--- config.mk ---
export PLATFORM = sky130hd
export DESIGN_NAME = ooo_core
export DESIGN_NICKNAME = d
export VERILOG_FILES = /design/src/common/ooo_pkg.sv /design/src/commit/rob.sv /design/src/exec/rs_alu.sv /design/src/issue/issue_stage.sv /design/src/verilog/ooo_core.sv
export VERILOG_INCLUDE_DIRS = /design/src /design/src/common
export SDC_FILE = /design/constraint.sdc
export NUM_CORES = 1
export LEC_CHECK = 0
export ABC_CLOCK_PERIOD_IN_PS = 14690
export BUFFER_PORTS_ARGS = -buffer_cell sky130_fd_sc_hd__buf_2
export CAP_MARGIN = 20
export CORE_ASPECT_RATIO = 0.75
export CORE_UTILIZATION = 54
export CTS_CLUSTER_DIAMETER = 200
export CTS_CLUSTER_SIZE = 28
export DETAILED_ROUTE_END_ITERATION = 12
export PLACE_DENSITY = 0.79
export SYNTH_ARGS = -nofsm -noshare
export SYNTH_HDL_FRONTEND = slang
export SYNTH_SLANG_ARGS = --single-unit
--- constraint.sdc ---
create_clock -name clk -period 14.69 [get_ports clk]
set_input_delay 0 -clock clk [delete_from_list [all_inputs] [get_ports clk]]
set_output_delay 0 -clock clk [all_outputs]
set_load 0.1 [all_outputs]
--- src/common/ooo_defs.svh ---
// ----------------------------------------------------------
// ooo core sizing and instruction word field positions
// ----------------------------------------------------------
`ifndef OOO_DEFS_SVH
`define OOO_DEFS_SVH

// architectural register file
`define OOO_NUM_REGS  8
`define OOO_REG_BITS  3

// reorder buffer and reservation station sizes
`define OOO_ROB_DEPTH 4
`define OOO_TAG_BITS  2
`define OOO_RS_DEPTH  2

// field ranges inside the 32-bit write data
`define OOO_F_OP  2:0
`define OOO_F_RD  5:3
`define OOO_F_RS1 8:6
`define OOO_F_RS2 11:9
`define OOO_F_IMM 19:12

`endif

--- src/common/ooo_pkg.sv ---
// ----------------------------------------------------------
// shared types of the ooo core
// ----------------------------------------------------------
`default_nettype none

`include "ooo_defs.svh"

package ooo_pkg;

    // alu operations as encoded in instruction bits 2:0
    typedef enum logic [2:0] {
        op_add  = 3'd0,
        op_sub  = 3'd1,
        op_and  = 3'd2,
        op_or   = 3'd3,
        op_xor  = 3'd4,
        op_addi = 3'd5,
        op_lui  = 3'd6
    } opcode_e;

    // names one reorder buffer entry
    typedef logic [`OOO_TAG_BITS-1:0] tag_t;

    typedef logic [31:0] data_t;

endpackage

`default_nettype wire

--- src/commit/rob.sv ---
// ----------------------------------------------------------
// circular reorder buffer, cdb writeback, operand lookup
// and in-order commit of one entry per cycle
// ----------------------------------------------------------
`timescale 1ns/10ps
`default_nettype none

`include "ooo_defs.svh"

module rob (
    input  logic                     clk,
    input  logic                     arst_n,
    input  logic                     dispatch_valid,
    input  ooo_pkg::tag_t            dispatch_tag,
    input  logic [`OOO_REG_BITS-1:0] dispatch_rd,
    output logic                     rob_full,
    output ooo_pkg::tag_t            alloc_tag,
    input  logic                     cdb_valid,
    input  ooo_pkg::tag_t            cdb_tag,
    input  ooo_pkg::data_t           cdb_data,
    input  ooo_pkg::tag_t            lookup1_tag,
    input  ooo_pkg::tag_t            lookup2_tag,
    output logic                     lookup1_ready,
    output ooo_pkg::data_t           lookup1_data,
    output logic                     lookup2_ready,
    output ooo_pkg::data_t           lookup2_data,
    output logic                     commit_valid,
    output logic [`OOO_REG_BITS-1:0] commit_rd,
    output ooo_pkg::data_t           commit_data,
    output ooo_pkg::tag_t            commit_tag
);

    localparam int CNT_BITS = `OOO_TAG_BITS + 1;

    ooo_pkg::tag_t             head;
    ooo_pkg::tag_t             tail;
    logic [CNT_BITS-1:0]       count;
    logic [`OOO_ROB_DEPTH-1:0] ent_done;
    logic [`OOO_REG_BITS-1:0]  ent_rd [`OOO_ROB_DEPTH];
    ooo_pkg::data_t            ent_value [`OOO_ROB_DEPTH];
    logic                      head_commit;

    assign alloc_tag   = tail;
    assign rob_full    = (count == CNT_BITS'(`OOO_ROB_DEPTH));
    assign head_commit = (count != '0) && ent_done[head];

    // done stays set after commit until the entry is reallocated,
    // so a lookup in the commit_valid cycle still finds the value
    assign lookup1_ready = ent_done[lookup1_tag];
    assign lookup1_data  = ent_value[lookup1_tag];
    assign lookup2_ready = ent_done[lookup2_tag];
    assign lookup2_data  = ent_value[lookup2_tag];

    // ----------------------------------------------------------
    // pointers, count and done bits
    // ----------------------------------------------------------
    always_ff @(posedge clk or negedge arst_n) begin
        if (!arst_n) begin
            head         <= '0;
            tail         <= '0;
            count        <= '0;
            ent_done     <= '0;
            commit_valid <= 1'b0;
        end else begin
            commit_valid <= head_commit;
            if (head_commit)
                head <= head + 1'b1;
            if (dispatch_valid) begin
                tail                   <= tail + 1'b1;
                ent_done[dispatch_tag] <= 1'b0;
            end
            if (cdb_valid)
                ent_done[cdb_tag] <= 1'b1;
            count <= count + CNT_BITS'(dispatch_valid) - CNT_BITS'(head_commit);
        end
    end

    // ----------------------------------------------------------
    // entry payload and commit ports
    // ----------------------------------------------------------
    always_ff @(posedge clk) begin
        if (dispatch_valid)
            ent_rd[dispatch_tag] <= dispatch_rd;
        if (cdb_valid)
            ent_value[cdb_tag] <= cdb_data;
        commit_rd   <= ent_rd[head];
        commit_data <= ent_value[head];
        commit_tag  <= head;
    end

endmodule

`default_nettype wire

--- src/exec/rs_alu.sv ---
// ----------------------------------------------------------
// reservation station with cdb capture, oldest-ready pick
// and a single-cycle alu that drives the cdb
// ----------------------------------------------------------
`timescale 1ns/10ps
`default_nettype none

`include "ooo_defs.svh"

module rs_alu (
    input  logic             clk,
    input  logic             arst_n,
    input  logic             dispatch_valid,
    input  ooo_pkg::opcode_e dispatch_op,
    input  ooo_pkg::tag_t    dispatch_tag,
    input  ooo_pkg::data_t   dispatch_val1,
    input  logic             dispatch_rdy1,
    input  ooo_pkg::tag_t    dispatch_src1,
    input  ooo_pkg::data_t   dispatch_val2,
    input  logic             dispatch_rdy2,
    input  ooo_pkg::tag_t    dispatch_src2,
    output logic             rs_full,
    output logic             cdb_valid,
    output ooo_pkg::tag_t    cdb_tag,
    output ooo_pkg::data_t   cdb_data
);

    localparam int IDX_BITS = $clog2(`OOO_RS_DEPTH);

    logic [`OOO_RS_DEPTH-1:0] slot_valid;
    logic [3:0]               slot_age [`OOO_RS_DEPTH];
    ooo_pkg::opcode_e         slot_op [`OOO_RS_DEPTH];
    ooo_pkg::tag_t            slot_tag [`OOO_RS_DEPTH];
    ooo_pkg::data_t           slot_val1 [`OOO_RS_DEPTH];
    ooo_pkg::data_t           slot_val2 [`OOO_RS_DEPTH];
    logic [`OOO_RS_DEPTH-1:0] slot_rdy1;
    logic [`OOO_RS_DEPTH-1:0] slot_rdy2;
    ooo_pkg::tag_t            slot_src1 [`OOO_RS_DEPTH];
    ooo_pkg::tag_t            slot_src2 [`OOO_RS_DEPTH];

    logic                     sel_valid;
    logic [IDX_BITS-1:0]      sel_idx;
    logic [3:0]               sel_age;
    logic [IDX_BITS-1:0]      free_idx;

    function automatic ooo_pkg::data_t alu(
        input ooo_pkg::opcode_e op,
        input ooo_pkg::data_t   a,
        input ooo_pkg::data_t   b
    );
        case (op)
            ooo_pkg::op_sub: return a - b;
            ooo_pkg::op_and: return a & b;
            ooo_pkg::op_or:  return a | b;
            ooo_pkg::op_xor: return a ^ b;
            ooo_pkg::op_lui: return b << 8;
            // add and addi share the adder
            default:         return a + b;
        endcase
    endfunction

    assign rs_full = &slot_valid;

    // oldest slot with both operands ready, and the lowest free slot
    always_comb begin
        sel_valid = 1'b0;
        sel_idx   = '0;
        sel_age   = '0;
        free_idx  = '0;
        for (int i = `OOO_RS_DEPTH - 1; i >= 0; i--) begin
            if (!slot_valid[i])
                free_idx = IDX_BITS'(i);
        end
        for (int i = 0; i < `OOO_RS_DEPTH; i++) begin
            if (slot_valid[i] && slot_rdy1[i] && slot_rdy2[i] &&
                (!sel_valid || slot_age[i] > sel_age)) begin
                sel_valid = 1'b1;
                sel_idx   = IDX_BITS'(i);
                sel_age   = slot_age[i];
            end
        end
    end

    // ----------------------------------------------------------
    // slot occupancy and age
    // ----------------------------------------------------------
    always_ff @(posedge clk or negedge arst_n) begin
        if (!arst_n) begin
            slot_valid <= '0;
            cdb_valid  <= 1'b0;
            for (int i = 0; i < `OOO_RS_DEPTH; i++) begin
                slot_age[i] <= '0;
            end
        end else begin
            cdb_valid <= sel_valid;
            for (int i = 0; i < `OOO_RS_DEPTH; i++) begin
                if (sel_valid && sel_idx == IDX_BITS'(i))
                    slot_valid[i] <= 1'b0;
                else if (slot_valid[i] && slot_age[i] != 4'hf)
                    slot_age[i] <= slot_age[i] + 4'd1;
            end
            if (dispatch_valid) begin
                slot_valid[free_idx] <= 1'b1;
                slot_age[free_idx]   <= '0;
            end
        end
    end

    // ----------------------------------------------------------
    // operand capture and alu result
    // ----------------------------------------------------------
    always_ff @(posedge clk) begin
        for (int i = 0; i < `OOO_RS_DEPTH; i++) begin
            if (cdb_valid && !slot_rdy1[i] && slot_src1[i] == cdb_tag) begin
                slot_rdy1[i] <= 1'b1;
                slot_val1[i] <= cdb_data;
            end
            if (cdb_valid && !slot_rdy2[i] && slot_src2[i] == cdb_tag) begin
                slot_rdy2[i] <= 1'b1;
                slot_val2[i] <= cdb_data;
            end
        end
        if (dispatch_valid) begin
            // the issue stage already forwards a cdb hit in the dispatch cycle
            slot_op[free_idx]   <= dispatch_op;
            slot_tag[free_idx]  <= dispatch_tag;
            slot_src1[free_idx] <= dispatch_src1;
            slot_src2[free_idx] <= dispatch_src2;
            slot_rdy1[free_idx] <= dispatch_rdy1;
            slot_val1[free_idx] <= dispatch_val1;
            slot_rdy2[free_idx] <= dispatch_rdy2;
            slot_val2[free_idx] <= dispatch_val2;
        end
        cdb_tag  <= slot_tag[sel_idx];
        cdb_data <= alu(slot_op[sel_idx], slot_val1[sel_idx], slot_val2[sel_idx]);
    end

endmodule

`default_nettype wire

--- src/issue/issue_stage.sv ---
// ----------------------------------------------------------
// issue stage, wishbone write slave, decode, register file
// and register status table with operand lookup
// ----------------------------------------------------------
`timescale 1ns/10ps
`default_nettype none

`include "ooo_defs.svh"

module issue_stage (
    input  logic                     clk,
    input  logic                     arst_n,
    input  logic                     wb_cyc,
    input  logic                     wb_stb,
    input  logic                     wb_we,
    input  logic [31:0]              wb_dat_w,
    output logic                     wb_ack,
    input  logic                     rs_full,
    input  logic                     rob_full,
    input  ooo_pkg::tag_t            alloc_tag,
    output logic                     dispatch_valid,
    output ooo_pkg::opcode_e         dispatch_op,
    output ooo_pkg::tag_t            dispatch_tag,
    output logic [`OOO_REG_BITS-1:0] dispatch_rd,
    output ooo_pkg::data_t           dispatch_val1,
    output logic                     dispatch_rdy1,
    output ooo_pkg::tag_t            dispatch_src1,
    output ooo_pkg::data_t           dispatch_val2,
    output logic                     dispatch_rdy2,
    output ooo_pkg::tag_t            dispatch_src2,
    output ooo_pkg::tag_t            lookup1_tag,
    output ooo_pkg::tag_t            lookup2_tag,
    input  logic                     lookup1_ready,
    input  ooo_pkg::data_t           lookup1_data,
    input  logic                     lookup2_ready,
    input  ooo_pkg::data_t           lookup2_data,
    input  logic                     cdb_valid,
    input  ooo_pkg::tag_t            cdb_tag,
    input  ooo_pkg::data_t           cdb_data,
    input  logic                     commit_valid,
    input  logic [`OOO_REG_BITS-1:0] commit_rd,
    input  ooo_pkg::data_t           commit_data,
    input  ooo_pkg::tag_t            commit_tag
);

    logic [`OOO_REG_BITS-1:0] rs1;
    logic [`OOO_REG_BITS-1:0] rs2;
    logic [7:0]               imm8;
    ooo_pkg::data_t           imm_se;
    logic                     use_imm;
    ooo_pkg::data_t           regs [`OOO_NUM_REGS];
    logic [`OOO_NUM_REGS-1:0] stat_busy;
    ooo_pkg::tag_t            stat_tag [`OOO_NUM_REGS];
    logic                     rdy1_src;
    logic                     rdy2_src;
    ooo_pkg::data_t           val1_src;
    ooo_pkg::data_t           val2_src;

    // operand source priority: regfile, then cdb, then rob, else wait on tag
    function automatic logic [32:0] resolve(
        input logic           busy,
        input ooo_pkg::tag_t  tag,
        input ooo_pkg::data_t reg_val,
        input logic           rob_ready,
        input ooo_pkg::data_t rob_data
    );
        if (!busy)
            return {1'b1, reg_val};
        if (cdb_valid && cdb_tag == tag)
            return {1'b1, cdb_data};
        if (rob_ready)
            return {1'b1, rob_data};
        return {1'b0, 32'h0};
    endfunction

    // decode, the master holds the data until ack
    assign dispatch_op  = ooo_pkg::opcode_e'(wb_dat_w[`OOO_F_OP]);
    assign dispatch_rd  = wb_dat_w[`OOO_F_RD];
    assign rs1          = wb_dat_w[`OOO_F_RS1];
    assign rs2          = wb_dat_w[`OOO_F_RS2];
    assign imm8         = wb_dat_w[`OOO_F_IMM];
    assign imm_se       = {{24{imm8[7]}}, imm8};
    assign use_imm      = (dispatch_op == ooo_pkg::op_addi) || (dispatch_op == ooo_pkg::op_lui);

    // dispatch lines up with the ack cycle
    assign dispatch_valid = wb_ack;
    assign dispatch_tag   = alloc_tag;

    assign lookup1_tag   = stat_tag[rs1];
    assign lookup2_tag   = stat_tag[rs2];
    assign dispatch_src1 = stat_tag[rs1];
    assign dispatch_src2 = stat_tag[rs2];

    always_comb begin
        {rdy1_src, val1_src} = resolve(stat_busy[rs1], stat_tag[rs1], regs[rs1],
                                       lookup1_ready, lookup1_data);
        {rdy2_src, val2_src} = resolve(stat_busy[rs2], stat_tag[rs2], regs[rs2],
                                       lookup2_ready, lookup2_data);
        // lui ignores rs1
        dispatch_rdy1 = rdy1_src || (dispatch_op == ooo_pkg::op_lui);
        dispatch_val1 = val1_src;
        dispatch_rdy2 = use_imm ? 1'b1 : rdy2_src;
        dispatch_val2 = use_imm ? imm_se : val2_src;
    end

    // ----------------------------------------------------------
    // ack, register file and status table
    // ----------------------------------------------------------
    always_ff @(posedge clk or negedge arst_n) begin
        if (!arst_n) begin
            wb_ack    <= 1'b0;
            stat_busy <= '0;
            for (int i = 0; i < `OOO_NUM_REGS; i++) begin
                regs[i] <= '0;
            end
        end else begin
            // one-cycle ack, only while there is room downstream
            wb_ack <= wb_cyc && wb_stb && wb_we && !wb_ack && !rs_full && !rob_full;
            if (commit_valid) begin
                regs[commit_rd] <= commit_data;
                if (stat_busy[commit_rd] && stat_tag[commit_rd] == commit_tag)
                    stat_busy[commit_rd] <= 1'b0;
            end
            // a new writer wins over a clearing commit
            if (dispatch_valid)
                stat_busy[dispatch_rd] <= 1'b1;
        end
    end

    always_ff @(posedge clk) begin
        if (dispatch_valid)
            stat_tag[dispatch_rd] <= alloc_tag;
    end

endmodule

`default_nettype wire

--- src/verilog/ooo_core.sv ---
// ----------------------------------------------------------
// ooo core top, issue feeds the station and the rob,
// the station drives the cdb and the rob commits in order
// ----------------------------------------------------------
`timescale 1ns/10ps
`default_nettype none

`include "ooo_defs.svh"

module ooo_core (
    input  logic                     clk,
    input  logic                     arst_n,
    input  logic                     wb_cyc,
    input  logic                     wb_stb,
    input  logic                     wb_we,
    input  logic [31:0]              wb_dat_w,
    output logic                     wb_ack,
    output logic                     commit_valid,
    output logic [`OOO_REG_BITS-1:0] commit_rd,
    output ooo_pkg::data_t           commit_data
);

    logic                     rs_full;
    logic                     rob_full;
    ooo_pkg::tag_t            alloc_tag;

    // dispatch packet
    logic                     dispatch_valid;
    ooo_pkg::opcode_e         dispatch_op;
    ooo_pkg::tag_t            dispatch_tag;
    logic [`OOO_REG_BITS-1:0] dispatch_rd;
    ooo_pkg::data_t           dispatch_val1;
    logic                     dispatch_rdy1;
    ooo_pkg::tag_t            dispatch_src1;
    ooo_pkg::data_t           dispatch_val2;
    logic                     dispatch_rdy2;
    ooo_pkg::tag_t            dispatch_src2;

    // rob operand lookup
    ooo_pkg::tag_t            lookup1_tag;
    ooo_pkg::tag_t            lookup2_tag;
    logic                     lookup1_ready;
    logic                     lookup2_ready;
    ooo_pkg::data_t           lookup1_data;
    ooo_pkg::data_t           lookup2_data;

    // common data bus, single source
    logic                     cdb_valid;
    ooo_pkg::tag_t            cdb_tag;
    ooo_pkg::data_t           cdb_data;

    ooo_pkg::tag_t            commit_tag;

    // ----------------------------------------------------------
    // issue
    // ----------------------------------------------------------
    issue_stage issue_stage_inst (
        .clk            (clk),
        .arst_n         (arst_n),
        .wb_cyc         (wb_cyc),
        .wb_stb         (wb_stb),
        .wb_we          (wb_we),
        .wb_dat_w       (wb_dat_w),
        .wb_ack         (wb_ack),
        .rs_full        (rs_full),
        .rob_full       (rob_full),
        .alloc_tag      (alloc_tag),
        .dispatch_valid (dispatch_valid),
        .dispatch_op    (dispatch_op),
        .dispatch_tag   (dispatch_tag),
        .dispatch_rd    (dispatch_rd),
        .dispatch_val1  (dispatch_val1),
        .dispatch_rdy1  (dispatch_rdy1),
        .dispatch_src1  (dispatch_src1),
        .dispatch_val2  (dispatch_val2),
        .dispatch_rdy2  (dispatch_rdy2),
        .dispatch_src2  (dispatch_src2),
        .lookup1_tag    (lookup1_tag),
        .lookup2_tag    (lookup2_tag),
        .lookup1_ready  (lookup1_ready),
        .lookup1_data   (lookup1_data),
        .lookup2_ready  (lookup2_ready),
        .lookup2_data   (lookup2_data),
        .cdb_valid      (cdb_valid),
        .cdb_tag        (cdb_tag),
        .cdb_data       (cdb_data),
        .commit_valid   (commit_valid),
        .commit_rd      (commit_rd),
        .commit_data    (commit_data),
        .commit_tag     (commit_tag)
    );

    // ----------------------------------------------------------
    // execute and broadcast
    // ----------------------------------------------------------
    rs_alu rs_alu_inst (
        .clk            (clk),
        .arst_n         (arst_n),
        .dispatch_valid (dispatch_valid),
        .dispatch_op    (dispatch_op),
        .dispatch_tag   (dispatch_tag),
        .dispatch_val1  (dispatch_val1),
        .dispatch_rdy1  (dispatch_rdy1),
        .dispatch_src1  (dispatch_src1),
        .dispatch_val2  (dispatch_val2),
        .dispatch_rdy2  (dispatch_rdy2),
        .dispatch_src2  (dispatch_src2),
        .rs_full        (rs_full),
        .cdb_valid      (cdb_valid),
        .cdb_tag        (cdb_tag),
        .cdb_data       (cdb_data)
    );

    // ----------------------------------------------------------
    // commit
    // ----------------------------------------------------------
    rob rob_inst (
        .clk            (clk),
        .arst_n         (arst_n),
        .dispatch_valid (dispatch_valid),
        .dispatch_tag   (dispatch_tag),
        .dispatch_rd    (dispatch_rd),
        .rob_full       (rob_full),
        .alloc_tag      (alloc_tag),
        .cdb_valid      (cdb_valid),
        .cdb_tag        (cdb_tag),
        .cdb_data       (cdb_data),
        .lookup1_tag    (lookup1_tag),
        .lookup2_tag    (lookup2_tag),
        .lookup1_ready  (lookup1_ready),
        .lookup1_data   (lookup1_data),
        .lookup2_ready  (lookup2_ready),
        .lookup2_data   (lookup2_data),
        .commit_valid   (commit_valid),
        .commit_rd      (commit_rd),
        .commit_data    (commit_data),
        .commit_tag     (commit_tag)
    );

endmodule

`default_nettype wire
==> flow_metrics.env, run 1 <==
export IMPL_num_vias=25680
export IMPL_hold_viol=0
export IMPL_slew_headroom_pct=22.62
export IMPL_cp_arrival_ns=7.65
export IMPL_grt_setup_unrepaired="false"
export IMPL_start_util_pct=54.98
export IMPL_skew_ns=0.02661
export IMPL_globalplace_congestion=0.9432
export IMPL_layout_setup_ws_ns=7.560
export IMPL_die_h_um=228.7
export IMPL_clk_pin_slew_ns=0.12
export IMPL_grt_pass1_vias=25760
export IMPL_fin_crit_ns=7.130
export IMPL_setup_violations=0
export IMPL_hp_class="primary input to asynchronous set/reset pin"
export IMPL_viasPerCell=6.814
export IMPL_wl_um=101500
export IMPL_cp_required_ns=15.21
export IMPL_row_count=82
export IMPL_ctsHoldBuffers=16
export IMPL_io_buffers=61
export IMPL_synth_edf_count=302
export IMPL_ys_seq_elements=665
export IMPL_nets=3015
export IMPL_mostFrequentLayoutCells="302 x edfxtp_1, 298 x nand2_1, 286 x dfrtp_1"
export IMPL_r2r_end="rs_alu_inst.cdb_data[31]"
export IMPL_clock_sinks=665
export IMPL_synth_cell_type_count=72
export IMPL_reg2reg_depth=19
export IMPL_syn_nets=3056
export IMPL_cts_resized=0
export IMPL_fp_dieW_um=304.3
export IMPL_cts_tree="built"
export IMPL_yosysWarnings=0
export IMPL_wire_per_inst_um=26.92
export IMPL_area_delta_synth_final_pct=5.349
export IMPL_slew_violations=0
export IMPL_leakage_nw=15.15
export IMPL_synth_avg_cell_area_um2=12.72
export IMPL_mostFrequentLayoutCell="edfxtp_1"
export IMPL_dpl_hpwl_um=67920
export IMPL_cts_setup_buffers=0
export IMPL_setup_worst_path_start_class="flop"
export IMPL_power_mw=8.212
export IMPL_tns_ns=0
export IMPL_cts_root_buf="clkbuf_16"
export IMPL_grt_max_degree=185
export IMPL_numCtsBuffers=27
export IMPL_r2r_start="rs_alu_inst.slot_rdy2[0]"
export IMPL_ant_nets=0
export IMPL_max_freq_mhz=140.2
export IMPL_drc=0
export IMPL_crit_fanout=59
export IMPL_fill_cells=5199
export IMPL_timing_final_crit_share_pct=48.54
export IMPL_final_util_pct=57.92
export IMPL_syn_inst=2909
export IMPL_syn_cell_area_um2=37000
export IMPL_status="finished clean"
export IMPL_end_kind="flop"
export IMPL_multi_input_area_um2=18130
export IMPL_crit_type="flop to flop"
export IMPL_antenna_found_initial=0
export IMPL_ctsHtreeMaxLevel=1
export IMPL_async_reset_ff_share_pct=43.31
export IMPL_pre_cts_ws_ns=7.733
export IMPL_diodes=0
export IMPL_drive_gt1_share_pct=25.22
export IMPL_first_iter_violations=2862
export IMPL_dr_pass1_iters=8
export IMPL_area_sequential_um2=17780
export IMPL_core_area_um2=67300
export IMPL_io_pins=74
export IMPL_die_area_um2=69580
export IMPL_drv_cap=0
export IMPL_grt_overflow=0
export IMPL_clock_latency_ns=0.63
export IMPL_clockBufferDepth=3
export IMPL_rrSetupSlack_ns=7.56
export IMPL_grt_first_pass_wirelength_um=156000
export IMPL_ys_seq_area_share_pct=48.04
export IMPL_grt_usage_pct=29.10
export IMPL_power_density_nw_per_um2=210.7
export IMPL_vdd_ir_drop_max_mv=0.1623
export IMPL_startpoint="rs_alu_inst.slot_rdy2[0]"
export IMPL_synth_ff_type="edfxtp_1"
export IMPL_tightest_slew_ns=1.156
-- stage by stage --
stage | area, um^2 | hold WS [ns] | cells
floorplan | 37000 | -0.2956 | 2909
global placement | 38060 | 0.09495 | 3705
detailed placement | 38060 | 0.1156 | 3705
CTS | 38980 | 0.04786 | 3769
global route | 38980 | 0.1027 | 3769
finish | 38980 | 0.02515 | 3769
-- where the power goes --
part           internal (mW)  switching [mW]  total (mW)  leakage (nW)
sequential              2.67           0.638        3.31          6.83
clock                  0.353           0.570       0.923         0.361
combinational           1.67            2.31        3.98          7.96
-- metal layers --
| layer | track usage [%] | routed length, um | up-vias |
|---|---|---|---|
| li1 | - | - | 10920 |
| met3 | 4.061 | 9595 | 177 |
| met1 | 42.03 | 40940 | 13120 |
| met4 | 7.876 | 2830 | 0 |
| met5 | 0 | 0 | - |
| met2 | 46.43 | 48120 | 1462 |
-- state kept, by name (all words and copies together), names as in the netlist, 6 cells and up --
| register | flops |
|---|---|
| rs_alu_inst.slot_val1 | 64 |
| rs_alu_inst.cdb_data | 32 |
| rob_inst.ent_rd | 12 |
| rs_alu_inst.slot_val2 | 64 |
| rs_alu_inst.slot_age | 8 |
| rob_inst.ent_value | 128 |
| issue_stage_inst.stat_tag | 16 |
| rob_inst.commit_data | 32 |
| issue_stage_inst.regs | 256 |
| rs_alu_inst.slot_op | 6 |
| issue_stage_inst.stat_busy | 8 |
-- cell type report --
| cell class | count | area share, % |
|---|---|---|
| Multi-Input combinational cell | 1957 | 46.52 |
| Tap cell | 882 | 2.831 |
| Timing Repair Buffer | 127 | 2.228 |
| Sequential cell | 665 | 45.61 |
| Clock inverter | 1 | 0.02247 |
| Inverter | 90 | 0.8666 |
| Clock buffer | 47 | 1.926 |
-- worst max-delay path, stage by stage, from the launching register on --
cell and delay, ns:
dfxtp_1 0.42, and3_1 0.24, nand2_1 0.07, ha_1 0.30, nor2b_1 0.14, o31ai_1 0.35, a21o_4 0.66, buf_4 0.82
mux2i_1 0.67, inv_2 0.09, o31ai_1 0.39, xnor2_1 0.12, ha_1 0.40, a21oi_1 0.33, o21ai_0 0.22, a221oi_1 0.41
a41oi_1 0.29, o221ai_1 0.26, xnor3_1 0.44, a221o_1 0.30
-- cell usage after synthesis, types with 8 or more instances --
cell type / n / area (um^2)
a211oi_1: 39 / 292.8
or3_1: 12 / 75.07
mux2_2: 270 / 3040
a21o_1: 13 / 97.59
nand3_1: 69 / 345.3
o21ai_1: 46 / 230.2
nor3_1: 52 / 260.3
clkbuf_1: 129 / 484.2
o21a_1: 9 / 67.56
a21oi_1: 115 / 575.6
nand4_1: 9 / 56.30
nand2b_1: 14 / 87.58
a221o_1: 11 / 110.1
nand2_1: 299 / 1122
dfrtp_1: 288 / 7207
a22oi_1: 13 / 97.59
and3_1: 14 / 87.58
o21ai_0: 55 / 275.3
nor2b_1: 38 / 237.7
xor2_1: 21 / 183.9
inv_1: 84 / 315.3
and2_1: 9 / 56.30
buf_1: 20 / 75.07
xnor2_1: 59 / 516.8
a221oi_2: 24 / 360.4
nor2_1: 145 / 544.3
buf_4: 8 / 60.06
ha_1: 108 / 1351
o221ai_1: 13 / 113.9
dfxtp_1: 75 / 1501
edfxtp_1: 302 / 9069
a31oi_1: 36 / 225.2
buf_2: 34 / 170.2
mux4_2: 246 / 5540
nor4_1: 14 / 87.58
mux2i_1: 105 / 1051
-- kinds of logic (layout without fill, tap and decap cells) --
kind of cell	after synthesis	after routing	synth area share (%)
AO/OA/AOI/OAI	441	441	8.149
adder cells (fa/ha/maj)	110	110	3.760
multiplexers	629	629	26.42
AND/OR/NAND/NOR	696	696	8.447
XOR/XNOR	81	81	1.955
buffers and inverters	287	265	3.229
flip-flops	665	665	48.04
-- worst max-delay path by stage --
stage / to / slack, ns / cells past startpoint
after floorplan: rs_alu_inst.cdb_data[31] / 9.26 / 24
after global placement: rs_alu_inst.cdb_data[31] / 7.92 / 19
after detailed placement: rs_alu_inst.cdb_data[31] / 7.73 / 20
after CTS: rs_alu_inst.cdb_data[31] / 7.69 / 19
after global routing: rs_alu_inst.cdb_data[29] / 7.12 / 20
final: rs_alu_inst.cdb_data[31] / 7.56 / 19
(Power assumes the default switching activity.)
==> inputs of run 2 (changes only) <==
ABC_AREA = 1   (was unset)
ABC_CLOCK_PERIOD_IN_PS = 7000   (was 14690)
clock period = 7 ns   (was 14.69 ns; I/O delays follow)
==> run 2 against run 1 <==
Net effect:
- clock-buffer cell count up 1
- maximum frequency up 22%
- clock skew down 0.0093 ns
- sequential cell count unchanged
- cell count up 48%
- design area up 0.94%
- sequential power up 100%
- global-route usage up 3.3 points
- critical path depth up 12
- synthesized cell count up 65%
- critical endpoint is now rs_alu_inst.cdb_data[22]
==> flow_metrics.env, run 2 <==
export IMPL_hp_class="primary input to asynchronous set/reset pin"
export IMPL_yosysWarnings=0
export IMPL_nets=4776
export IMPL_wire_per_inst_um=20.64
export IMPL_grt_max_degree=186
export IMPL_crit_path_top_delay_cell="o21ai_0"
export IMPL_io_buffers=61
export IMPL_fp_dieW_um=307.2
export IMPL_cts_setup_buffers=0
export IMPL_cts_tree="built"
export IMPL_hold_viol=0
export IMPL_leakage_nw=16.88
export IMPL_mostFrequentLayoutCells="1173 x nand2_1, 806 x o21ai_0, 365 x a21oi_1"
export IMPL_slowest_delay_ns=0.58
export IMPL_setup_worst_path_start_class="flop"
export IMPL_antenna_found_initial=2
export IMPL_grt_setup_unrepaired="false"
export IMPL_numCtsBuffers=27
export IMPL_cp_arrival_ns=6.36
export IMPL_drive_gt1_share_pct=5.528
export IMPL_slew_headroom_pct=28.26
export IMPL_status="finished clean"
export IMPL_synth_top_area_cell="edfxtp_1"
export IMPL_ys_seq_area_share_pct=47.14
export IMPL_crit_top_cell="nand2_1"
export IMPL_cts_resized=0
export IMPL_core_area_um2=68750
export IMPL_slew_violations=0
export IMPL_clock_latency_ns=0.62
export IMPL_r2r_start="rs_alu_inst.slot_valid[0]"
export IMPL_clockBufferDepth=3
export IMPL_final_cells=5585
export IMPL_synth_avg_cell_area_um2=7.878
export IMPL_yosys_area_top_type_share_pct=24.05
export IMPL_grt_overflow=0
export IMPL_synth_ff_type="edfxtp_1"
export IMPL_max_freq_mhz=170.9
export IMPL_synth_cell_type_count=58
export IMPL_crit_type="flop to flop"
export IMPL_fin_crit_ns=5.851
export IMPL_r2r_end="rs_alu_inst.cdb_data[22]"
export IMPL_grt_usage_pct=32.35
export IMPL_crit_fanout=19
export IMPL_timing_final_crit_share_pct=83.58
export IMPL_cts_root_buf="clkbuf_16"
export IMPL_power_density_nw_per_um2=458.6
export IMPL_largest_reg_flops=256
export IMPL_largestRegisters="issue_stage_inst.regs: 256 flops, rob_inst.ent_value: 128 flops"
export IMPL_synth_most_common_cell="nand2_1"
export IMPL_synth_edf_count=302
export IMPL_grt_pass1_vias=32590
export IMPL_layout_setup_ws_ns=1.149
export IMPL_setup_violations=0
export IMPL_vdd_ir_drop_max_mv=0.7830
export IMPL_dr_pass1_iters=6
export IMPL_async_reset_ff_share_pct=43.31
export IMPL_final_util_pct=57.23
export IMPL_power_mw=18.05
export IMPL_cp_required_ns=7.51
export IMPL_row_count=83
export IMPL_start_util_pct=54.86
export IMPL_synth_area_leaders="edfxtp_1 24%, dfrtp_1 19%, nand2_1 12%"
export IMPL_ant_nets=0
export IMPL_viasPerCell=6.220
export IMPL_die_h_um=230.9
export IMPL_die_area_um2=70910
export IMPL_clk_pin_slew_ns=0.12
export IMPL_pre_cts_ws_ns=1.492
export IMPL_rrSetupSlack_ns=1.15
export IMPL_wl_um=115300
export IMPL_syn_cell_area_um2=37710
export IMPL_dpl_hpwl_um=73450
export IMPL_first_iter_violations=4810
export IMPL_area_delta_synth_final_pct=4.333
export IMPL_ctsHtreeMaxLevel=1
export IMPL_globalplace_congestion=0.9442
export IMPL_mostFrequentLayoutCell="nand2_1"
export IMPL_drv_cap=0
export IMPL_design_area_um2=39350
export IMPL_dp_cells=5517
export IMPL_clock_sinks=665
export IMPL_drc=0
export IMPL_holdWs_ns=0.03170
export IMPL_tns_ns=0
export IMPL_io_pins=74
export IMPL_reg2reg_depth=31
export IMPL_end_kind="flop"
export IMPL_syn_nets=4934
export IMPL_skew_ns=0.01731
export IMPL_netlist_top_cells_count="1183 x nand2_1, 808 x o21ai_0, 365 x a21oi_1"
export IMPL_place_area_um2=38380
export IMPL_fill_cells=6196
export IMPL_grt_first_pass_wirelength_um=182200
export IMPL_ctsHoldBuffers=16
export IMPL_syn_inst=4787
export IMPL_top_register="issue_stage_inst.regs"
export IMPL_tightest_slew_ns=1.063
export IMPL_num_vias=34740
export IMPL_ys_seq_elements=665
## run 2: worst max path at each step
stage | start | end | slack, ns | depth (start not counted)
after floorplan | rs_alu_inst.cdb_tag[0] | rs_alu_inst.slot_val1[1][0] | 2.33 | 3
after global placement | rs_alu_inst.slot_valid[0] | rs_alu_inst.cdb_data[22] | 1.44 | 31
after detailed placement | rs_alu_inst.slot_valid[0] | rs_alu_inst.cdb_data[22] | 1.49 | 31
after CTS | rs_alu_inst.slot_valid[0] | rs_alu_inst.cdb_data[22] | 1.43 | 31
after global routing | rs_alu_inst.slot_valid[0] | rs_alu_inst.cdb_data[22] | 0.86 | 31
final | rs_alu_inst.slot_valid[0] | rs_alu_inst.cdb_data[22] | 1.15 | 31
## run 2: power by group
part | switching [mW] | internal [mW] | total [mW] | leakage (nW)
Sequential | 1.11 | 5.64 | 6.75 | 6.95
Combinational | 6.61 | 2.72 | 9.33 | 9.57
Clock | 1.22 | 0.744 | 1.97 | 0.362
## run 2: layer usage
layer | up-vias | GRT usage, % | routed length, um
met5 | - | 0 | 0
met4 | 0 | 14.54 | 5613
met3 | 338 | 4.893 | 13600
met2 | 2193 | 48.53 | 49410
met1 | 16270 | 46.33 | 46630
li1 | 15930 | - | -
## run 2: kinds of logic after synthesis
logic type,Yosys count,synth area share (%)
adders and majority gates,110,3.689
AOI/OAI and AO/OA,1372,19.45
and+or+nand+nor,1936,21.35
buffers and inverters,639,6.868
DFF,665,47.14
xor gates and xnor gates,65,1.510
## run 2: critical path: cells and delay by family (launching register included)
family	cells	cell delay (ns)
AND/OR/NAND/NOR	17	2.32
AO/OA/AOI/OAI	5	1.23
adder cells (fa/ha/maj)	3	0.86
flip-flops	1	0.45
buffers and inverters	4	0.45
XOR/XNOR	2	0.39
## run 2: final cells by class
type / count / area (um^2) / area share (%)
Tap cell: 935 / 1170 / 2.973
Timing Repair Buffer: 137 / 983.4 / 2.499
Multi-Input combinational cell: 3483 / 17470 / 44.39
Sequential cell: 665 / 17780 / 45.18
Clock buffer: 48 / 754.5 / 1.917
Antenna cell: 1 / 2.502 / 0.006360
Clock inverter: 1 / 8.758 / 0.02226
Inverter: 315 / 1184 / 3.008
